--- src/include/cache_bank_cfg.svh ---
`ifndef CACHE_BANK_CFG_SVH
`define CACHE_BANK_CFG_SVH

// Bank geometry
`define CB_WAYS      4
`define CB_SETS      4
`define CB_ADDR_W    15
`define CB_LINE_W    128
`define CB_WORD_W    32
`define CB_WAY_W     2
`define CB_AGE_W     2

// Physical address fields
`define CB_OFFSET_W  4
`define CB_WSEL_LSB  2
`define CB_WSEL_W    2
`define CB_INDEX_LSB 4
`define CB_INDEX_W   2
`define CB_TAG_LSB   6
`define CB_TAG_W     9

`endif

--- src/hdl/cache_bank_pkg.sv ---
`include "cache_bank_cfg.svh"

package cache_bank_pkg;

    // Byte address, {tag, index, word, byte}
    typedef logic [`CB_ADDR_W-1:0] addr_t;

    typedef logic [`CB_TAG_W-1:0] tag_t;
    typedef logic [`CB_INDEX_W-1:0] index_t;
    typedef logic [`CB_WSEL_W-1:0] word_sel_t;

    typedef logic [`CB_WAY_W-1:0] way_t;
    typedef logic [`CB_WAYS-1:0] way_mask_t;

    typedef logic [`CB_WORD_W-1:0] word_t;

    // Word 0 in the low bits
    typedef logic [`CB_LINE_W-1:0] line_t;

    // 0 is most recently used
    typedef logic [`CB_AGE_W-1:0] age_t;

    typedef enum logic [2:0] {
        IDLE,
        LOOKUP,
        WB_REQ,
        WB_DONE,
        FILL_REQ,
        FILL_DONE,
        ACCESS,
        RESP
    } ctrl_state_t;

endpackage

--- src/hdl/line_store.sv ---
`include "cache_bank_cfg.svh"

module line_store (
    input  logic                      clk,
    input  logic                      arst_n,
    input  cache_bank_pkg::index_t    index,
    input  cache_bank_pkg::word_sel_t word_sel,
    input  cache_bank_pkg::way_t      rd_way,
    input  cache_bank_pkg::way_t      wr_way,
    input  logic                      word_wr,
    input  cache_bank_pkg::word_t     wr_word,
    input  logic                      line_fill,
    input  cache_bank_pkg::line_t     fill_line,
    output cache_bank_pkg::word_t     rd_word,
    output cache_bank_pkg::line_t     victim_line
);

    cache_bank_pkg::line_t lines_q [`CB_SETS][`CB_WAYS];
    cache_bank_pkg::line_t hit_line;

    assign hit_line = lines_q[index][rd_way];
    assign rd_word  = hit_line[word_sel*`CB_WORD_W +: `CB_WORD_W];

    // The write way doubles as the victim during a miss
    assign victim_line = lines_q[index][wr_way];

    always_ff @(posedge clk or negedge arst_n) begin
        if (!arst_n) begin
            for (int s = 0; s < `CB_SETS; s++) begin
                for (int w = 0; w < `CB_WAYS; w++) begin
                    lines_q[s][w] <= '0;
                end
            end
        end else if (line_fill) begin
            lines_q[index][wr_way] <= fill_line;
        end else if (word_wr) begin
            // Merge one store word into the line
            lines_q[index][wr_way][word_sel*`CB_WORD_W +: `CB_WORD_W] <= wr_word;
        end
    end

endmodule

--- config.mk ---
export PLATFORM = sky130hd
export DESIGN_NAME = line_store
export DESIGN_NICKNAME = d
export VERILOG_FILES = /design/src/hdl/cache_bank_pkg.sv /design/src/hdl/line_store.sv
export VERILOG_INCLUDE_DIRS = /design/src /design/src/include
export SDC_FILE = /design/constraint.sdc
export NUM_CORES = 2
export LEC_CHECK = 0
export BUFFER_PORTS_ARGS = -buffer_cell sky130_fd_sc_hd__buf_2
export CAP_MARGIN = 20
export CORE_UTILIZATION = 43
export DETAILED_ROUTE_END_ITERATION = 8
export PLACE_DENSITY_LB_ADDON = 0.15
export SYNTH_ARGS = -nofsm -noshare
export SYNTH_HDL_FRONTEND = slang
export SYNTH_SLANG_ARGS = --single-unit
--- constraint.sdc ---
create_clock -name clk -period 2 [get_ports clk]
set_input_delay 0.1 -clock clk [delete_from_list [all_inputs] [get_ports clk]]
set_output_delay 0.1 -clock clk [all_outputs]
set_load 0.1 [all_outputs]
==> flow_summary.toml <==
[pwr]
p_int_mw = 90.8
switchingPower_mw = 42.4
powerDensity_nw_per_um2 = 1070
switching_share_pct = 31.8
seqPwrFrac_pct = 40.7
p_total_mw = 133
p_leak_nw = 53.4
peakVddDrop_mv = 1.02
pwr-share-clk_pct = 32.0
combPwrFrac_pct = 27.3

[sta]
drv_slew = 0
hold_violations = 0
fin_ws_ns = -1.11
clock_skew_ns = 0
worst_pin_slew_ns = 1.18
fin_crit_sh_pct = 155
setup_viol = 165
rsz0062_at_grt = "true"
fmax_mhz = 322
maxSlewHeadroom_pct = 21.0
fin_crit_ns = 3.11

[finish]
syn_to_final_growth_pct = 30.7
top_register = "lines_q"
largest_reg_flops = 2048
largest_registers = "lines_q: 2048 flops"
drive_above_1_share_pct = 29.9
stdcell_count = 12600
final_nets = 9675

[synth]
syn_area_um2 = 94800
syn_area_per_cell_um2 = 11.4
synth_cells = 8339
synth.distinct_cells = 38
syn_nets = 8516
ys_seq_area_share_pct = 54.1
synth_seq_cells = 2048
synth_warnings = 0

[detailed_routing]
drt-total-wl_um = 353000
ant_nets = 0
via_count = 74900
drt-pass1-iter-count = 6
wl_per_cell_um = 28.1
vias_per_cell = 5.96
drc = 0
drt_iter0_drc = 7033

[worst_setup_path]
end_kind = "primary output"
crit_required_ns = 1.90
crit_arrival_ns = 3.01
start_kind = "flip-flop"
critPathMaxFanout = 2
critPathKind = "flip-flop to primary output"

[min_path]
min_path_type = "primary input to flip-flop"

[place]
hpwl_um = 240000
port-buffer-count = 331
place.gp.congestion = 0.887
dp_cells = 11800

[floorplan]
ios = 332
fp-row-count = 171
die_y_um = 471
initial_core_util_pct = 43.5
coreArea_um2 = 218000
die_area_um2 = 222000
die_w_um = 471

[clocking]
clock-root-buffer = "clkbuf_16"
clk_latency_ns = 0.85
cts.sink_count = 2048
clkTransAtPathRegs_ns = 0.06
htree_levels = 4
clock_path_buffers = 3
cts_buffers = 218
cts_tree = "done"

[grt]
grt.overflow.total = 0
grt_pass1_wl_um = 517000
grt_use_total_pct = 31.8
grt_pass1_vias = 74300
grt_max_degree = 128
antenna_found_initial = 15

[status]
status = "finished with violations"
violations = "setup timing"

[job]
maxCapViolCount = 0
## metrics by stage
| stage | hold WS (ns) | setup TNS [ns] | util [%] | cell area (um^2) | setup WS, ns |
|---|---|---|---|---|---|
| global placement | -0.0284 | -823.09 | 50.7 | 111000 | -1.06 |
| detailed placement | -0.0220 | -894.75 | 50.7 | 111000 | -1.07 |
| finish | 0.0263 | -113.84 | 56.8 | 124000 | -1.11 |
| floorplan | -0.196 | -21.76 | - | 96100 | -0.262 |
| CTS | 0.000973 | -128.87 | 56.2 | 123000 | -1.16 |
| global route | 0.00420 | -124.79 | 56.8 | 124000 | -1.21 |
## placed cells by master, fill, tap and decap left out, types with 42 or more instances in the layout
cell type	n
nand2_1	1349
o21ai_0	1317
a221oi_1	53
dlygate4sd3_1	186
nor2_1	713
o22ai_1	63
a21oi_1	708
clkinv_2	42
buf_12	476
clkbuf_8	48
clkbuf_16	226
a22o_1	64
dfrtp_1	2048
a22oi_1	130
buf_4	779
buf_6	97
clkbuf_1	45
buf_2	162
mux4_2	778
## worst paths after layout
| kind | start | end | slack, ns | cells past startpoint |
|---|---|---|---|---|
| worst min-delay path | wr_word[14] | lines_q[1678]$_DFFE_PN0P_ | 0.03 | 3 |
| max in group asynchronous | arst_n | lines_q[1516]$_DFFE_PN0P_ | 0.52 | 6 |
| worst max-delay path | lines_q[248]$_DFFE_PN0P_ | rd_word[24] | -1.11 | 7 |
| min in group asynchronous | arst_n | lines_q[1833]$_DFFE_PN0P_ | 0.43 | 4 |
| worst min register to register | lines_q[1658]$_DFFE_PN0P_ | lines_q[1658]$_DFFE_PN0P_ | 0.47 | 2 |
| worst max register to register | lines_q[1726]$_DFFE_PN0P_ | lines_q[1726]$_DFFE_PN0P_ | 0.81 | 3 |
## power by group through the flow
stage	combinational, mW	clock (mW)	sequential, mW
6_report	36.3	42.6	54.2
5_1_grt	38.7	44.7	55.1
4_1_cts	35.2	43.1	54.1
3_5_place_dp	32.3	0	54.8
3_3_place_gp	31.6	0	54.3
2_1_floorplan	21.7	0	53.2
## critical path, stage by stage, from the launching register on
cell and delay, ns:
dfrtp_1 0.36, mux4_2 0.28, o22a_1 0.20, o221ai_4 0.16
o31a_1 0.38, buf_12 0.19, a221oi_4 0.31, buf_12 0.22
## final cells by class
class                   instances  area, um^2
fillers                     17800       94100
flip-flops and latches       2048       51200
multi-input cells            5494       41700
diodes                         18        45.0
well taps                    2854        3570
repair buffers               1734       19700
inverters                       2        11.3
clock buffers                 313        6330
clock inverters                94        1240
## cell usage after synthesis, drive strengths merged
cell / n / area, um^2
clkbuf: 523 / 1960
o22a: 32 / 280
a221oi: 96 / 841
and4: 1 / 8.76
or3b: 1 / 8.76
nor2: 739 / 2820
nand4b: 2 / 38.8
nand3: 7 / 35.0
a22o: 64 / 561
mux4: 778 / 17500
o21ai: 1344 / 6730
nand2b: 9 / 56.3
ha: 5 / 62.6
o31a: 32 / 280
nor4b: 1 / 15.0
nor2b: 6 / 37.5
buf: 272 / 1470
o22ai: 64 / 400
and2: 2 / 12.5
a21o: 4 / 30.0
nand3b: 2 / 15.0
a21oi: 708 / 3540
nor3: 4 / 20.0
nand2: 1393 / 5230
or3: 3 / 18.8
and3: 3 / 18.8
nor4: 1 / 12.5
dfrtp: 2048 / 51200
inv: 2 / 7.51
and4b: 1 / 10.0
o221ai: 32 / 280
a22oi: 160 / 1200
## what timing repair did
item	in CTS	in global routing
cloned	0	6
resized for setup	535	94
setup buffers	39	113
hold buffers	198	1
pin swaps	38	38
endpoints found under the hold margin	4094	1
setup endpoints to repair	160	287
## layer usage
| layer | wire (um) | GRT usage, % | vias up |
|---|---|---|---|
| met4 | 22800 | 17.9 | 0 |
| li1 | - | - | 32600 |
| met5 | 0 | 0 | - |
| met2 | 164000 | 49.6 | 2964 |
| met1 | 143000 | 42.3 | 38500 |
| met3 | 24100 | 5.38 | 763 |
## cells by family (layout without fill, tap and decap cells)
logic type | count (synthesis) | in the layout | share of synthesized area [%]
buffers and inverters | 797 | 2143 | 3.63
flip-flops | 2048 | 2048 | 54.1
other | 0 | 18 | 0
multiplexers | 778 | 778 | 18.5
AND/OR/NAND/NOR | 2175 | 2175 | 8.82
AO/OA/AOI/OAI | 2536 | 2536 | 14.9
adder cells (fa/ha/maj) | 5 | 5 | 0.0660
(Power assumes the default switching activity.)
