**src/include/cache_bank_cfg.svh**
```systemverilog
`ifndef CACHE_BANK_CFG_SVH
`define CACHE_BANK_CFG_SVH

// Bank geometry
`define CB_WAYS      4
`define CB_SETS      4
`define CB_ADDR_W    15
`define CB_LINE_W    128
`define CB_WORD_W    32
`define CB_WAY_W     2
`define CB_AGE_W     2

// Physical address fields
`define CB_OFFSET_W  4
`define CB_WSEL_LSB  2
`define CB_WSEL_W    2
`define CB_INDEX_LSB 4
`define CB_INDEX_W   2
`define CB_TAG_LSB   6
`define CB_TAG_W     9

`endif

```
**src/hdl/cache_bank_pkg.sv**
```systemverilog
`include "cache_bank_cfg.svh"

package cache_bank_pkg;

    // Byte address, {tag, index, word, byte}
    typedef logic [`CB_ADDR_W-1:0] addr_t;

    typedef logic [`CB_TAG_W-1:0] tag_t;
    typedef logic [`CB_INDEX_W-1:0] index_t;
    typedef logic [`CB_WSEL_W-1:0] word_sel_t;

    typedef logic [`CB_WAY_W-1:0] way_t;
    typedef logic [`CB_WAYS-1:0] way_mask_t;

    typedef logic [`CB_WORD_W-1:0] word_t;

    // Word 0 in the low bits
    typedef logic [`CB_LINE_W-1:0] line_t;

    // 0 is most recently used
    typedef logic [`CB_AGE_W-1:0] age_t;

    typedef enum logic [2:0] {
        IDLE,
        LOOKUP,
        WB_REQ,
        WB_DONE,
        FILL_REQ,
        FILL_DONE,
        ACCESS,
        RESP
    } ctrl_state_t;

endpackage

```
**src/hdl/replace_state.sv**
```systemverilog
`include "cache_bank_cfg.svh"

module replace_state (
    input  logic                      clk,
    input  logic                      arst_n,
    input  cache_bank_pkg::index_t    index,
    input  logic                      touch,
    input  cache_bank_pkg::way_t      touch_way,
    input  logic                      mark_valid,
    input  logic                      mark_dirty,
    output cache_bank_pkg::way_mask_t valid_bits,
    output cache_bank_pkg::way_t      victim_way,
    output logic                      victim_dirty
);

    cache_bank_pkg::way_mask_t valid_q [`CB_SETS];
    cache_bank_pkg::way_mask_t dirty_q [`CB_SETS];
    cache_bank_pkg::age_t      age_q   [`CB_SETS][`CB_WAYS];
    cache_bank_pkg::age_t      used_age;
    cache_bank_pkg::age_t      oldest_age;

    assign valid_bits   = valid_q[index];
    assign used_age     = age_q[index][touch_way];
    assign victim_dirty = dirty_q[index][victim_way];

    // Oldest way wins, lowest index on a tie; any invalid way overrides
    always_comb begin
        victim_way = '0;
        oldest_age = age_q[index][0];
        for (int w = 1; w < `CB_WAYS; w++) begin
            if (age_q[index][w] > oldest_age) begin
                oldest_age = age_q[index][w];
                victim_way = cache_bank_pkg::way_t'(w);
            end
        end
        for (int w = `CB_WAYS - 1; w >= 0; w--) begin
            if (!valid_q[index][w]) begin
                victim_way = cache_bank_pkg::way_t'(w);
            end
        end
    end

    always_ff @(posedge clk or negedge arst_n) begin
        if (!arst_n) begin
            for (int s = 0; s < `CB_SETS; s++) begin
                valid_q[s] <= '0;
                dirty_q[s] <= '0;
                for (int w = 0; w < `CB_WAYS; w++) begin
                    age_q[s][w] <= '0;
                end
            end
        end else begin
            // Fresh line from memory is clean
            if (mark_valid) begin
                valid_q[index][touch_way] <= 1'b1;
                dirty_q[index][touch_way] <= 1'b0;
            end
            if (mark_dirty) begin
                dirty_q[index][touch_way] <= 1'b1;
            end
            // Equal ages only occur among untouched ways after reset
            if (touch) begin
                for (int w = 0; w < `CB_WAYS; w++) begin
                    if (cache_bank_pkg::way_t'(w) == touch_way) begin
                        age_q[index][w] <= '0;
                    end else if (age_q[index][w] <= used_age) begin
                        age_q[index][w] <= age_q[index][w] + 1'b1;
                    end
                end
            end
        end
    end

endmodule

```
**config.mk**
```make
export PLATFORM = sky130hd
export DESIGN_NAME = replace_state
export DESIGN_NICKNAME = d
export VERILOG_FILES = /design/src/hdl/cache_bank_pkg.sv /design/src/hdl/replace_state.sv
export VERILOG_INCLUDE_DIRS = /design/src /design/src/include
export SDC_FILE = /design/constraint.sdc
export NUM_CORES = 1
export LEC_CHECK = 0
export BUFFER_PORTS_ARGS = -buffer_cell sky130_fd_sc_hd__buf_2
export CORE_MARGIN = 2
export CORE_UTILIZATION = 39
export CTS_CLUSTER_SIZE = 30
export DETAILED_ROUTE_END_ITERATION = 10
export HOLD_SLACK_MARGIN = 0.02
export PLACE_DENSITY = 0.53
export SKIP_CTS_REPAIR_TIMING = 1
export SLEW_MARGIN = 30
export SYNTH_ARGS = -nofsm -noshare
export SYNTH_HDL_FRONTEND = slang
export SYNTH_SLANG_ARGS = --single-unit
```
**constraint.sdc**
```tcl
create_clock -name clk -period 5.4 [get_ports clk]
set_clock_uncertainty 0.05 [all_clocks]
set_input_delay 0.54 -clock clk [delete_from_list [all_inputs] [get_ports clk]]
set_output_delay 0.54 -clock clk [all_outputs]
set_load 0.01 [all_outputs]
```
==> impl_results.md, run 1 <==
* Hold WC Path Type: in2async
* Fraction of layout cells with a size suffix above 1 at 14.1%
* DR iter-0 viols at 172
* Top layer reached by signal wires: met4
* Main synth FF type: dfrtp_1
* Detailed placement HPWL at 5500 um
* Number of synthesized flops with an enable pin at 0
* Setup-failing EPs final at 0
* CP Capture Type: output port
* Mux cell area share after synthesis at 14.0%
* Worst setup margin at 513 ps
* Post-synth cell types at 27
* Avg Inst Size Synth at 11.5 um^2
* Starting Density at 39.8%
* Setup CP Type: in2out
* Fillers at between 800 and 900
* Peak supply drop at 0.173 mV
* First-pass GRT wire length at 13300 um
* Die area at 0.00953 mm^2
* Synth top area share at 46.9%
* N_diodes at 0
* DR WL met3 at 276 um
* Core ar. at 0.00859 mm^2
* CP arrival at 4300 ps
* Maxcap violations at 0
* Clk network pwr share at 20.5%
* # port buffers at 15
* Clock sinks at 64
* M1 WL at 4110 um
* Headroom to the max-slew limit at 45.9%
* Finished layout cell area at ~0.0038 mm^2
* Required time worst endpoint at 4810 ps
* Synth Area in Adders at 5.86%
* Post-route core utilization at 44.3%
* Max Root-Sink Buffers at 2
* Psw at 862 uW
* DR vias at 2386
* DP Area at 0.00359 mm^2
* Initial antenna violation count at 0
* Reg2reg start: age_q[11]$_DFFE_PN0P_
* Antenna-violating nets left at 0
* Final nets at roughly 340
* Clock slew at reported path FFs at 70 ps
* Unrepaired setup endpoints after global routing: false
* Clock root buffer: clkbuf_8
* Syn-to-layout area delta at 11.4%
* Met2 WL post-DR at 3260 um
* Largest family of logic cells by synthesized area: compound AO/OA/AOI/OAI gates
* Logic gate share of total power at roughly 47%
* Wire per inst at 18.2 um
* Pin count of the biggest net entering global routing at between 60 and 70
* Worst-skew pair later-pin latency at 350 ps
* Post-synth top cells: dfrtp_1 (64), nand2_1 (39), o21ai_0 (34)
* Register area share after synthesis at 46.9%
* Post-synthesis simple-gate area fraction at 12.0%
* Crit-path max FO at 9
* Seq cells post-synth at 64
* Static leakage at 1.60 nW
* Final Hold Vio Count at 0
* Setup TNS at 0 ps
* Average vias per placed instance at 5.59
* Overflow after GRT at 0
* Mapped Area at 0.00342 mm^2
* H-tree depth at 3
* Overall routed net length at roughly 7800 um
* Synth area leaders: dfrtp_1 (47%), o2bb2ai_1 (8.2%), mux4_1 (6.9%)
* WHS at 307 ps
* Max-slew violations at 0
* Most frequent cell after synthesis: dfrtp_1
* Status: completed
* Die W at between 90 and 100 um
* Worst-Margin Slew at slightly above 800 ps
* Compound-Gate Fraction of Synth Area at 17.3%
* Vias in the first global route at 2428
* Fraction of registers with async set/reset at between 90% and 100%
* Internal power at 1.40 mW
* XOR/XNOR Fraction of Synth Area at 1.02%
* Fmax at 205 MHz
* Fin crit period at 4890 ps
* Router iterations before antenna repair at 4
* Worst Setup SP: index[0]
* Dpl ws at 526 ps
* Num CTS Buffers at 9
* Die Ht at 97.6 um
* Tcrit/Tclk final at 90.5%
* CTS tree: built
* DRC at 0
* Syn Inst Count at between 200 and 300
* Synth area leader: dfrtp_1
* Num ports at 16
* Final Wtd Congestion at about 0.84
* FP Rows at 34
* Synthesis Warnings at 0
* Switching share of power at 38.2%
* Startpoint Class: primary input
* Sequential Power Share at 32.0%
* Total GRT Usage at 17.9%
* Power density over the cells at 593 mW/mm^2
* Net count after synthesis at 321
final timing paths:
path / slack [ps] / depth (start not counted) / endpoint
worst min-delay path: 310 / 2 / valid_q[14]$_DFFE_PN0P_
min in group clk: 410 / 1 / valid_q[8]$_DFFE_PN0P_
worst max-delay path: 510 / 18 / victim_dirty
max in group asynchronous: 4440 / 2 / age_q[30]$_DFFE_PN0P_
worst max register to register: 2290 / 9 / age_q[2]$_DFFE_PN0P_
worst min register to register: 410 / 1 / valid_q[8]$_DFFE_PN0P_
logic make-up after synthesis:
logic type,count (synthesis)
simple gates,85
compound gates,84
buf+inv,21
xor+xnor,4
flops,64
fa+ha+maj,16
mux,22
final cells by class:
class                           count  area [um^2]  area share, %
Tap cell                          108          135           3.55
Clock inverter                      5         80.1           2.10
Sequential cell                    64         1600           42.1
Timing Repair Buffer               18         97.6           2.56
Multi-Input combinational cell    211         1720           45.0
Inverter                           10         37.5          0.986
Clock buffer                       11          141           3.71
cell usage in the layout, fill, tap and decap left out, types with 2 or more instances in the layout:
cell        instances
dfrtp_1            64
nand2_1            39
o21ai_0            34
o2bb2ai_1          32
ha_1               16
buf_2              15
nand2b_1           14
o21bai_1           12
inv_1              10
nand3_1            10
clkbuf_8           10
mux4_1              9
mux4_2              9
nor2b_1             9
nor2_1              5
mux2i_1             4
and2_1              4
xor2_1              4
buf_4               3
o22ai_1             2
or2_2               2
and3_1              2
clkinvlp_4          2
bufinv_16           2
sequential cells by signal (all words and copies together) (netlist names):
signal   cells
age_q       32
valid_q     16
dirty_q     16
power by group through the flow:
stage          Combinational (mW)  Sequential, mW  Clock [mW]
2_1_floorplan               0.824           0.698           0
3_3_place_gp                 1.05           0.731           0
3_5_place_dp                 1.07           0.728           0
4_1_cts                      1.07           0.721       0.472
5_1_grt                      1.22           0.741       0.495
6_report                     1.07           0.723       0.463
through the flow:
stage	cells	total power [mW]
floorplan	296	1.52
global placement	411	1.78
detailed placement	411	1.80
CTS	427	2.27
global route	427	2.45
finish	427	2.26
per-layer routing:
| layer | track usage (%) | vias up |
|---|---|---|
| li1 | - | 1135 |
| met1 | 27.6 | 1188 |
| met2 | 24.6 | 52 |
| met3 | 4.75 | 11 |
| met4 | 5.45 | 0 |
| met5 | 0 | - |
critical path, stage by stage:
cell and delay [ps]:
buf_2 260, mux4_1 710, inv_1 100, ha_1 240
o22ai_1 280, mux2i_1 280, ha_1 270, inv_1 70
o22a_1 170, nor2_1 50, a21oi_1 120, ha_1 240
nand2_1 50, o21ai_0 120, a41oi_2 320, mux2i_1 230
mux2i_1 90, buf_2 140
No activity file was read; power rests on OpenSTA's default activity.
==> inputs of run 2 (changes only) <==
- CORE_ASPECT_RATIO: default -> 2
- MAX_ROUTING_LAYER: default -> met4
==> impl_results.md, run 2 (same netlist as run 1, synthesis figures left out) <==
* Status: completed
* Worst setup margin at 538 ps (+24.4 ps)
* Router iterations before antenna repair at 4 (unchanged)
* Max Root-Sink Buffers at 2 (unchanged)
* Finished layout cell area at 0.00390 mm^2 (+2.4%)
* CTS tree: built
* Overflow after GRT at 0 (unchanged)
* Power density over the cells at 623 mW/mm^2 (+5.1%)
* Headroom to the max-slew limit at 45.0% (-0.90 points)
* Hold WC Path Type: in2async
* Reg area at 0.00160 mm^2 (unchanged)
* Pin count of the biggest net entering global routing at 65 (unchanged)
* Logic gate share of total power at 43.9% (-3.5 points)
* Worst-Margin Slew at 825 ps (+13.5 ps)
* Worst R2R Setup Slack at 2370 ps (+80 ps)
* Fin crit period at 4860 ps (-24.4 ps)
* DR iter-0 viols at 140 (-19%)
* Crit-path max FO at 12 (+3)
* Core ar. at 0.00859 mm^2 (about the same)
* Most frequent cells in the layout: dfrtp_1 (64), nand2_1 (39), o21ai_0 (34)
* Unrepaired setup endpoints after global routing: false
* FP Rows at 48 (+41%)
* R2R cell count at 9 (unchanged)
* Psw at 901 uW (+4.5%)
* Detailed placement HPWL at 6590 um (+20%)
* Startpoint Class: primary input
* Tcrit/Tclk final at 90.0% (-0.45 points)
* Initial antenna violation count at 0 (unchanged)
* Final Wtd Congestion at 0.882 (+5.0%)
* Wire per inst at 21.0 um (+15%)
* Required time worst endpoint at 4810 ps (about the same)
* DRC at 0 (unchanged)
* Maxcap violations at 0 (unchanged)
* Syn-to-layout area delta at 14.1%
* Worst-skew pair later-pin latency at 340 ps (about the same)
* Fmax at 206 MHz (+0.50%)
* Max-slew violations at 0 (unchanged)
* Fillers at 814 (+0.12%)
* Number of flip-flops in the largest register at 32 (unchanged)
* CP arrival at 4270 ps (-30 ps)
* Overall routed net length at 8810 um (+13%)
* FF-to-FF End: age_q[5]$_DFFE_PN0P_
* Static leakage at 1.64 nW (+3.0%)
* Biggest register: age_q
* First-pass GRT wire length at 14300 um (+8.1%)
* Final nets at 339 (unchanged)
* Clock sinks at 64 (unchanged)
* Dpl ws at 511 ps (-14.5 ps)
* DP Area at 0.00358 mm^2 (-0.28%)
* Top flop regs: age_q x32, dirty_q x16, valid_q x16
* # port buffers at 15 (unchanged)
* Num ports at 16 (unchanged)
* Peak supply drop at 0.395 mV (+130%)
* N_diodes at 0 (unchanged)
* Final Hold Vio Count at 0 (unchanged)
* Fraction of layout cells with a size suffix above 1 at 14.1% (unchanged)
* Sequential Power Share at 30.2% (-1.8 points)
* Clk network pwr share at 25.9% (+5.4 points)
* Setup TNS at 0 ps (unchanged)
* Internal power at 1.53 mW (+9.6%)
* H-tree depth at 3 (unchanged)
* Num CTS Buffers at 9 (unchanged)
* Setup CP Type: in2out
* Die W at 70.2 um (-28%)
* Clock slew at reported path FFs at 60 ps (about the same)
* Setup-failing EPs final at 0 (unchanged)
* Antenna-violating nets left at 0 (unchanged)
* Total GRT Usage at 21.0% (+3.1 points)
* Clock root buffer: clkbuf_16
* Most common cell after layout, fill and taps aside: dfrtp_1
* Vias in the first global route at 2649 (+9.1%)
* Reg2reg start: age_q[13]$_DFFE_PN0P_
* Average vias per placed instance at 5.79 (+3.5%)
* Total power at 2.43 mW (+7.7%)
* Die Ht at 136 um (+40%)
* DR vias at 2424 (+1.6%)
* Area of the multi-input gates at 0.00172 mm^2 (unchanged)
* Starting Density at 39.8% (about the same)
* CP Capture Type: output port
* Switching share of power at 37.1% (-1.1 points)
* Die area at 0.00958 mm^2 (+0.48%)
[run 2: through the flow]
stage	std cells	hold slack [ps]	utilization, %
floorplan	296	194	-
global placement	403	397	41.7
detailed placement	403	406	41.7
CTS	419	368	45.4
global route	419	426	45.4
finish	419	321	45.4
[run 2: final cells by class]
class / count / share of cell area, %
Tap cell: 100 / 3.21
Clock inverter: 6 / 2.41
Sequential cell: 64 / 41.1
Timing Repair Buffer: 18 / 2.50
Clock buffer: 10 / 5.87
Inverter: 10 / 0.962
Multi-Input combinational cell: 211 / 44.0
[run 2: how the worst max path moves through the flow]
stage	startpoint	endpoint	slack (ps)
final	index[0]	victim_dirty	540
after global routing	index[0]	victim_dirty	210
after CTS	index[0]	victim_dirty	510
after detailed placement	index[0]	victim_dirty	510
after global placement	index[0]	victim_dirty	680
after floorplan	index[0]	victim_dirty	1000
[run 2: power by group through the flow]
| stage | Clock, mW | Sequential [mW] | Combinational (mW) |
|---|---|---|---|
| final | 0.629 | 0.734 | 1.07 |
| after global routing | 0.649 | 0.748 | 1.22 |
| after floorplan | 0 | 0.698 | 0.824 |
| after global placement | 0 | 0.738 | 1.04 |
| after detailed placement | 0 | 0.738 | 1.07 |
| after CTS | 0.633 | 0.732 | 1.07 |
[run 2: routing by layer]
| layer | track usage, % | wire length, um | up-vias |
|---|---|---|---|
| li1 | - | - | 1132 |
| met1 | 21.2 | 3260 | 1212 |
| met2 | 37.6 | 4870 | 51 |
| met3 | 3.78 | 234 | 29 |
| met4 | 11.9 | 442 | 0 |
| met5 | - | 0 | - |
[run 2: critical path: stages]
cell	delay [ps]
buf_2	260
mux4_1	720
inv_1	110
ha_1	240
o22ai_1	260
mux2i_1	290
ha_1	270
inv_1	70
o22a_1	170
nor2_1	50
a21oi_1	120
ha_1	240
nand2_1	60
o21ai_0	130
a41oi_2	300
mux2i_1	210
mux2i_1	90
buf_2	140
