[src/include/cache_bank_cfg.svh]
`ifndef CACHE_BANK_CFG_SVH
`define CACHE_BANK_CFG_SVH

// Bank geometry
`define CB_WAYS      4
`define CB_SETS      4
`define CB_ADDR_W    15
`define CB_LINE_W    128
`define CB_WORD_W    32
`define CB_WAY_W     2
`define CB_AGE_W     2

// Physical address fields
`define CB_OFFSET_W  4
`define CB_WSEL_LSB  2
`define CB_WSEL_W    2
`define CB_INDEX_LSB 4
`define CB_INDEX_W   2
`define CB_TAG_LSB   6
`define CB_TAG_W     9

`endif

[src/hdl/cache_bank_pkg.sv]
`include "cache_bank_cfg.svh"

package cache_bank_pkg;

    // Byte address, {tag, index, word, byte}
    typedef logic [`CB_ADDR_W-1:0] addr_t;

    typedef logic [`CB_TAG_W-1:0] tag_t;
    typedef logic [`CB_INDEX_W-1:0] index_t;
    typedef logic [`CB_WSEL_W-1:0] word_sel_t;

    typedef logic [`CB_WAY_W-1:0] way_t;
    typedef logic [`CB_WAYS-1:0] way_mask_t;

    typedef logic [`CB_WORD_W-1:0] word_t;

    // Word 0 in the low bits
    typedef logic [`CB_LINE_W-1:0] line_t;

    // 0 is most recently used
    typedef logic [`CB_AGE_W-1:0] age_t;

    typedef enum logic [2:0] {
        IDLE,
        LOOKUP,
        WB_REQ,
        WB_DONE,
        FILL_REQ,
        FILL_DONE,
        ACCESS,
        RESP
    } ctrl_state_t;

endpackage

[src/hdl/bank_ctrl.sv]
`include "cache_bank_cfg.svh"

module bank_ctrl (
    input  logic                      clk,
    input  logic                      arst_n,
    input  logic                      req,
    input  logic                      we,
    input  cache_bank_pkg::addr_t     addr,
    input  cache_bank_pkg::word_t     wdata,
    input  logic                      hit,
    input  cache_bank_pkg::way_t      hit_way,
    input  cache_bank_pkg::way_t      victim_way,
    input  logic                      victim_dirty,
    input  cache_bank_pkg::tag_t      victim_tag,
    input  cache_bank_pkg::line_t     victim_line,
    input  logic                      mem_ack,
    input  cache_bank_pkg::line_t     mem_rdata,
    input  cache_bank_pkg::word_t     rd_word,
    output logic                      ack,
    output cache_bank_pkg::word_t     rdata,
    output cache_bank_pkg::index_t    index,
    output cache_bank_pkg::word_sel_t word_sel,
    output logic                      tag_wr,
    output logic                      line_fill,
    output logic                      word_wr,
    output cache_bank_pkg::way_t      wr_way,
    output cache_bank_pkg::line_t     fill_line,
    output cache_bank_pkg::word_t     wr_word,
    output logic                      mark_valid,
    output logic                      mark_dirty,
    output logic                      touch,
    output logic                      mem_req,
    output logic                      mem_we,
    output cache_bank_pkg::addr_t     mem_addr,
    output cache_bank_pkg::line_t     mem_wdata
);

    cache_bank_pkg::ctrl_state_t state_q;
    cache_bank_pkg::ctrl_state_t state_nxt;
    cache_bank_pkg::addr_t       addr_q;
    cache_bank_pkg::word_t       wdata_q;
    cache_bank_pkg::way_t        victim_q;
    logic                        we_q;
    logic                        do_access;
    logic                        fill_now;

    assign index    = addr_q[`CB_INDEX_LSB +: `CB_INDEX_W];
    assign word_sel = addr_q[`CB_WSEL_LSB +: `CB_WSEL_W];
    assign wr_word  = wdata_q;

    // Hit in LOOKUP, or the replay once the line is in
    assign do_access = (state_q == cache_bank_pkg::LOOKUP && hit) ||
                       (state_q == cache_bank_pkg::ACCESS);
    assign fill_now  = (state_q == cache_bank_pkg::FILL_REQ) && mem_ack;

    assign wr_way     = (state_q == cache_bank_pkg::LOOKUP) ? hit_way : victim_q;
    assign word_wr    = do_access && we_q;
    assign mark_dirty = do_access && we_q;
    assign touch      = do_access;

    // Line goes straight into the store on the first mem_ack cycle
    assign tag_wr     = fill_now;
    assign line_fill  = fill_now;
    assign mark_valid = fill_now;
    assign fill_line  = mem_rdata;

    assign mem_req   = (state_q == cache_bank_pkg::WB_REQ) ||
                       (state_q == cache_bank_pkg::FILL_REQ);
    assign mem_we    = (state_q == cache_bank_pkg::WB_REQ);
    assign mem_wdata = victim_line;
    assign mem_addr  = (state_q == cache_bank_pkg::WB_REQ) ?
                       {victim_tag, index, {`CB_OFFSET_W{1'b0}}} :
                       {addr_q[`CB_TAG_LSB +: `CB_TAG_W], index, {`CB_OFFSET_W{1'b0}}};

    always_comb begin
        state_nxt = state_q;
        case (state_q)
            cache_bank_pkg::IDLE: begin
                if (req) begin
                    state_nxt = cache_bank_pkg::LOOKUP;
                end
            end
            cache_bank_pkg::LOOKUP: begin
                if (hit) begin
                    state_nxt = cache_bank_pkg::RESP;
                end else if (victim_dirty) begin
                    state_nxt = cache_bank_pkg::WB_REQ;
                end else begin
                    state_nxt = cache_bank_pkg::FILL_REQ;
                end
            end
            cache_bank_pkg::WB_REQ: begin
                if (mem_ack) begin
                    state_nxt = cache_bank_pkg::WB_DONE;
                end
            end
            cache_bank_pkg::WB_DONE: begin
                if (!mem_ack) begin
                    state_nxt = cache_bank_pkg::FILL_REQ;
                end
            end
            cache_bank_pkg::FILL_REQ: begin
                if (mem_ack) begin
                    state_nxt = cache_bank_pkg::FILL_DONE;
                end
            end
            cache_bank_pkg::FILL_DONE: begin
                if (!mem_ack) begin
                    state_nxt = cache_bank_pkg::ACCESS;
                end
            end
            cache_bank_pkg::ACCESS: begin
                state_nxt = cache_bank_pkg::RESP;
            end
            cache_bank_pkg::RESP: begin
                if (!req) begin
                    state_nxt = cache_bank_pkg::IDLE;
                end
            end
            default: begin
                state_nxt = cache_bank_pkg::IDLE;
            end
        endcase
    end

    always_ff @(posedge clk or negedge arst_n) begin
        if (!arst_n) begin
            state_q <= cache_bank_pkg::IDLE;
            ack     <= 1'b0;
        end else begin
            state_q <= state_nxt;
            if (do_access) begin
                ack <= 1'b1;
            end else if (state_q == cache_bank_pkg::RESP && !req) begin
                ack <= 1'b0;
            end
        end
    end

    // Request and miss bookkeeping
    always_ff @(posedge clk) begin
        if (state_q == cache_bank_pkg::IDLE && req) begin
            addr_q  <= addr;
            we_q    <= we;
            wdata_q <= wdata;
        end
        if (state_q == cache_bank_pkg::LOOKUP && !hit) begin
            victim_q <= victim_way;
        end
        if (do_access) begin
            rdata <= rd_word;
        end
    end

endmodule

[config.mk]
export PLATFORM = sky130hd
export DESIGN_NAME = bank_ctrl
export DESIGN_NICKNAME = d
export VERILOG_FILES = /design/src/hdl/cache_bank_pkg.sv /design/src/hdl/bank_ctrl.sv
export VERILOG_INCLUDE_DIRS = /design/src /design/src/include
export SDC_FILE = /design/constraint.sdc
export NUM_CORES = 1
export LEC_CHECK = 0
export ABC_AREA = 1
export ABC_CLOCK_PERIOD_IN_PS = 5300
export BUFFER_PORTS_ARGS = -buffer_cell sky130_fd_sc_hd__buf_2
export CORE_AREA = 2 2 275 277
export DETAILED_ROUTE_END_ITERATION = 6
export DIE_AREA = 0 0 277 279
export GPL_ROUTABILITY_DRIVEN = 0
export PLACE_DENSITY = 0.3
export REMOVE_ABC_BUFFERS = 1
export SETUP_SLACK_MARGIN = 0.05
export SLEW_MARGIN = 20
export SYNTH_ARGS = -nofsm -noshare
export SYNTH_HDL_FRONTEND = slang
export SYNTH_SLANG_ARGS = --single-unit
[constraint.sdc]
create_clock -name clk -period 5.3 [get_ports clk]
set_clock_uncertainty 0.1 [all_clocks]
set_input_delay 1.06 -clock clk [delete_from_list [all_inputs] [get_ports clk]]
set_output_delay 1.06 -clock clk [all_outputs]
set_load 0.05 [all_outputs]
==> results of run 1 <==
[synth_stat cells]
library cell	number	area, um^2
o21ai_1	1	5.00
a21boi_0	1	7.51
nand3_1	4	20.0
nand3_2	1	10.0
nor2_1	7	26.3
nand4_2	1	12.5
buf_4	269	2020
inv_1	6	22.5
nand2_2	3	18.8
nand2_1	55	206
conb_1	1	3.75
edfxtp_1	80	2400
nand3b_1	1	7.51
inv_2	5	18.8
a21oi_2	1	8.76
nor2_2	3	18.8
dfrtp_1	4	100
o21ai_0	2	10.0
buf_6	2	22.5
[registers in the layout (all words and copies together), names as in the netlist]
name	cells
state_q	3
wr_word	32
victim_q	2
rdata	32
addr_q	13
ack	1
we_q	1
[report_power, final]
part	leakage, nW	switching, mW	total, mW	internal [mW]
sequential	0.777	0.0597	0.954	0.894
clock	0.149	0.368	0.706	0.338
combinational	1.04	0.850	1.04	0.187
total	1.96	1.28	2.70	1.42
[worst max-delay path, cell delays in order (launching register included)]
cell     delay (ns)
dfrtp_1        0.47
inv_2          0.13
nand2_1        0.09
nor2_2         0.37
a21oi_2        0.27
nor2_1         0.19
buf_2          0.39
[metal layers]
metal / vias to the layer above / GRT usage, %
met3: 162 / 18.1
li1: 1022 / -
met2: 633 / 20.9
met4: 24 / 15.5
met5: - / 4.82
met1: 1281 / 9.51
[final cells by class]
class	instances	area share (%)
Antenna cell	2	0.0930
Clock buffer	9	4.18
Clock inverter	7	1.42
Inverter	11	0.767
Multi-Input combinational cell	84	6.95
Sequential cell	84	46.5
Tap cell	969	22.5
Timing Repair Buffer	188	17.6
[kinds of logic (layout without fill, tap and decap cells)]
kind of cell	Yosys count	count (layout)	synth area share (%)
AO/OA/AOI/OAI	5	5	0.633
buffers and inverters	282	215	42.2
flip-flops	84	84	50.6
other	1	6	0.0759
AND/OR/NAND/NOR	75	75	6.48
[worst min-delay path by stage]
stage / from / end / depth (start not counted)
6_report: arst_n / ack$_DFFE_PN0P_ / 1
5_1_grt: arst_n / ack$_DFFE_PN0P_ / 1
4_1_cts: arst_n / ack$_DFFE_PN0P_ / 1
3_5_place_dp: ack$_DFFE_PN0P_ / ack$_DFFE_PN0P_ / 2
3_3_place_gp: ack$_DFFE_PN0P_ / ack$_DFFE_PN0P_ / 2
2_1_floorplan: state_q[0]$_DFFE_PN0P_ / state_q[0]$_DFFE_PN0P_ / 2
[per-stage QoR]
stage / hold WS (ns) / power (mW) / utilization, % / area, um^2 / setup WS [ns]
finish: 0.381 / 2.70 / 7.27 / 5380 / 1.83
floorplan: 0.455 / 1.70 / - / 2910 / 1.18
global placement: 0.402 / 2.02 / 6.85 / 5080 / 1.96
CTS: 0.352 / 2.77 / 7.26 / 5380 / 1.77
detailed placement: 0.412 / 2.02 / 6.85 / 5080 / 1.95
global route: 0.359 / 2.85 / 7.26 / 5380 / 1.70
==> results.md, run 1 <==
* DRC violations left at 0
* Yosys warns at 0
* Root buffer cell: clkbuf_16
* Drt initial violations at 248
* Clock buffer count from CTS at 9
* Initial antenna violation count at 14
* CTS tree: yes
* Post-Route WL at ~60 mm
* Unrepaired setup endpoints after global routing: false
* DRT Pass-1 Iters at 4
* Share of cells above drive strength 1 at 57.2%
* M1 wire length at 13.5 mm
* Least-Margin Pin Slew at 0.882 ns
* I/O pin cnt at slightly above 700
* Final Hold Fails at 0
* Peak supply drop at about 0.18 mV
* Filler Cell Count at between 8,000 and 9,000
* Post-DP HPWL at 48.4 mm
* Status: finished, final reports clean
* Fin cells at 1,354
* R2r startpoint: state_q[2]$_DFFE_PN0P_
* Reg-to-reg endpoint: wr_word[17]$_DFFE_PP_
* Arrival time worst endpoint at roughly 2.3 ns
* Vias in the first global route at between 3,000 and 4,000
* Most common cell after layout, fill and taps aside: buf_2
* Final setup violating endpoints at 0
* Rows at 100
* Initial core utilization at approximately 6.7%
* Global Route Usage Sum at 15.1%
* Worst Path Class, Setup: flop to output port
* Worst setup path endpoint: mark_dirty
* Most frequent cells in the layout: buf_2, edfxtp_1, nand2_1, clkbuf_16
* Placed Cells at roughly 1,300
* Hold Crit Class: primary input to asynchronous set/reset pin
* Reg2reg path depth at 4
* Power per cell area at around 500 mW/mm^2
* GRT Residual Overflow at 0
* Register area share after synthesis at 50.6%
* FF/Latch Area at 0.00250 mm^2
* Slew Limit Fails at 0
* Pleak at 1.96 nW
* WL met2 at 24.2 mm
* Post-CTS resize count at 0
* Post-CTS Setup Repair Bufs at 0
* Worst Setup SP: state_q[1]$_DFFE_PN0P_
* Drt wl/cell at roughly 44 um
* Via Count at roughly 3,100
* Max-Cap Viols at 0
* Global-route wire length before repair at just under 70 mm
* Final period util at about two thirds
* Clock Path Buffers at 2
* Crit path required time at between 4 and 5 ns
* Crit. End Element: output port
* Largest net degree at the start of global routing at 33
* Cell variety after synth at 19
* DR WL met3 at ~15 mm
* Mean Syn Cell Area at between 10 and 15 um^2
* CTS Hold Bufs at 0
* Clk slew on worst S/H paths at roughly 0.080 ns
* FF-to-FF setup slack at around 2.8 ns
* Die height at ~280 um
* Post-synthesis register bit count at 84
* Syn Inst Count at approximately 450
* Final setup TNS at 0 ns
* Final min period at about 3.5 ns
* # H-tree levels at 3
* Slew headroom at 41.2%
* Multi-input logic area at ~370 um^2
* Clk sinks at 84
* Crit Path Max Fanout at 6
* Final ANT Viol Nets at 0
* Top Metal Used: met5
* Crit path launch type: flop
* Core Box Area at about 0.074 mm^2
* Nets@finish at between 700 and 800
* Post-synthesis cell area at between 0.004 and 0.005 mm^2
* Clk Latency, worst-skew pair at 0.36 ns
* Fmax at ~290 MHz
* Port bufs at approximately 190
* Via density at 2.31
* DIE AREA at about 0.077 mm^2
* Area grow syn2layout at 8.94%
* Die Wd at approximately 280 um
Note: power is estimated with default switching activity, not from simulation.
==> run 2, diff against run 1 <==
--- a/config.mk
+++ b/config.mk
@@ -6,8 +6,8 @@
 export SDC_FILE = /design/constraint.sdc
 export NUM_CORES = 1
 export LEC_CHECK = 0
-export ABC_AREA = 1
-export ABC_CLOCK_PERIOD_IN_PS = 5300
+export ABC_AREA = 0
+export ABC_CLOCK_PERIOD_IN_PS = 3600
 export BUFFER_PORTS_ARGS = -buffer_cell sky130_fd_sc_hd__buf_2
 export CORE_AREA = 2 2 275 277
 export DETAILED_ROUTE_END_ITERATION = 6
==> constraint.sdc (replaced) <==
create_clock -name clk -period 3.6 [get_ports clk]
set_clock_uncertainty 0.1 [all_clocks]
set_input_delay 0.72 -clock clk [delete_from_list [all_inputs] [get_ports clk]]
set_output_delay 0.72 -clock clk [all_outputs]
set_load 0.05 [all_outputs]
==> run 2 against run 1 <==
  * Wire length shrank 1.2%
  * First-iteration DRC count shrank 2.0%
  * Sequential share of layout area shrank 0.27 points
  * Critical path type unchanged
  * Highest routed layer unchanged
==> results.md, run 2 <==
* CTS tree: yes
* Largest net degree at the start of global routing at 47
* DRT Pass-1 Iters at 4
* Worst Path Class, Setup: flop to output port
* Final Hold Fails at 0
* Top-count cell post-synth: buf_4
* Cell variety after synth at 31
* Drt wl/cell at 45.3 um
* Most used DFF post-synth: edfxtp_1
* Root buffer cell: clkbuf_16
* Post-Route WL at 59.3 mm
* Final ANT Viol Nets at 0
* Crit Path Max Fanout at 13
* Final period util at a little under nine tenths
* Most frequent cells in the layout: buf_2, edfxtp_1, mux2_4, clkbuf_16
* Power per cell area at roughly 680 mW/mm^2
* Post-DP HPWL at 47.3 mm
* Fraction of registers with async set/reset at 4.76%
* Initial core utilization at between 6 and 7%
* Clk Latency, worst-skew pair at 0.37 ns
* Share of cells above drive strength 1 at around 65%
* Mean Syn Cell Area at 12.3 um^2
* Crit path required time at around 2.8 ns
* Fmax at about 330 MHz
* Area after DPL at 0.00508 mm^2
* Clock Path Buffers at 2
* Area grow syn2layout at 9.96%
* Post-synthesis register bit count at 84
* Pleak at 1.86 nW
* Post-synthesis cell area at around 0.0049 mm^2
* Peak supply drop at around 0.26 mV
* I/O pin cnt at just over 700
* Die Wd at 277 um
* Min Hold Slack at about 0.42 ns
* Via Count at about 3,000
* Crit. End Element: output port
* Max-Cap Viols at 0
* Crit path launch type: flop
* Final min period at 3.07 ns
* Hold Crit Class: primary input to flop
* Global Route Usage Sum at around 15%
* Initial antenna violation count at 9
* Drt initial violations at between 200 and 250
* Status: finished, final reports clean
* Nets@finish at 687
* Yosys warns at 0
* DIE AREA at 0.0773 mm^2
* GRT Residual Overflow at 0
* Via density at around 2.3
* Post-CTS Setup Repair Bufs at 0
* Leading area contributor after synthesis: edfxtp_1
* Filler Cell Count at about 8,700
* Final setup violating endpoints at 0
* Power Total at roughly 3.7 mW
* Syn Inst Count at 400
* Unrepaired setup endpoints after global routing: false
* Final setup TNS at 0 ns
* Design Area, Final at between 0.005 and 0.006 mm^2
* Main area contributors after synthesis: edfxtp_1, buf_4, mux2_4
* Clock buffer count from CTS at 9
* Slew Limit Fails at 0
* # H-tree levels at 3
* DRC violations left at 0
* EDFF count, synth at 80
* Global-route wire length before repair at approximately 67 mm
* Vias in the first global route at 2,811
* Most common cell after layout, fill and taps aside: buf_2
* Synth top area share at between 40 and 50%
* Clk slew on worst S/H paths at 0.08 ns
* Register area share after synthesis at 50.8%
* Core Box Area at around 0.074 mm^2
* Arrival time worst endpoint at ~2.3 ns
* Clk sinks at 84
* Die height at approximately 280 um
* Port bufs at between 150 and 200
* Rows at 100
* Most frequent cells after synthesis: buf_4, edfxtp_1, mux2_4
==> run 2: cell families after synthesis <==
kind of cell / share of synthesized area (%)
buffers and inverters: 41.8
DFF: 50.8
and+or+nand+nor: 2.19
xor gates and xnor gates: 0.178
AOI/OAI and AO/OA: 1.35
other: 0.0762
muxes: 3.63
==> run 2: report_power, final <==
part,internal (mW),switching (mW)
logic,0.273,0.965
registers,1.29,0.0930
clock network,0.610,0.473
total,2.17,1.53
==> run 2: stage by stage <==
step                cells  utilization [%]  worst slack [ns]
detailed placement   1289             6.86             0.883
finish               1309             7.31             0.533
global placement     1289             6.86             0.864
CTS                  1306             7.30             0.427
global route         1306             7.30             0.373
floorplan             130                -             -2.50
==> run 2: routing by layer <==
layer / part of all wire (%) / wire length [um] / up-vias / track usage [%]
met5: 0.78 / 465 / - / 4.94
met4: 14 / 8400 / 12 / 18.0
met3: 25 / 14500 / 180 / 16.9
met2: 38 / 22800 / 597 / 20.0
met1: 22 / 13100 / 1250 / 9.51
li1: - / - / 916 / -
==> run 2: path summary, 6_finish.rpt <==
path,slack [ns],startpoint,depth (start not counted),to
worst min register to register,0.48,ack$_DFFE_PN0P_,2,ack$_DFFE_PN0P_
worst min-delay path,0.42,wdata[6],1,wr_word[6]$_DFFE_PP_
min in group asynchronous,0.58,arst_n,2,state_q[2]$_DFFE_PN0P_
worst max-delay path,0.53,state_q[1]$_DFFE_PN0P_,5,mark_dirty
worst max register to register,1.47,state_q[1]$_DFFE_PN0P_,4,rdata[7]$_DFFE_PP_
max in group asynchronous,2.70,arst_n,2,ack$_DFFE_PN0P_
==> run 2: final cells by class <==
type	instances	area (um^2)	share of cell area, %
Antenna cell	3	7.51	0.139
Clock buffer	10	229	4.23
Clock inverter	6	87.6	1.62
Inverter	2	7.51	0.139
Multi-Input combinational cell	44	384	7.09
Sequential cell	84	2500	46.2
Tap cell	969	1210	22.4
Timing Repair Buffer	191	983	18.2
==> run 2: repair_timing <==
action,in CTS,in global routing
hold buffers,1,0
hold endpoints to repair,4,0
resized for setup,0,0
==> run 2: worst max-delay path, cell delays in order (launching register included) <==
cell	delay (ns)
dfrtp_1	0.54
nor3b_2	0.24
buf_4	0.18
a21o_2	0.36
and2_1	0.24
buf_2	0.28
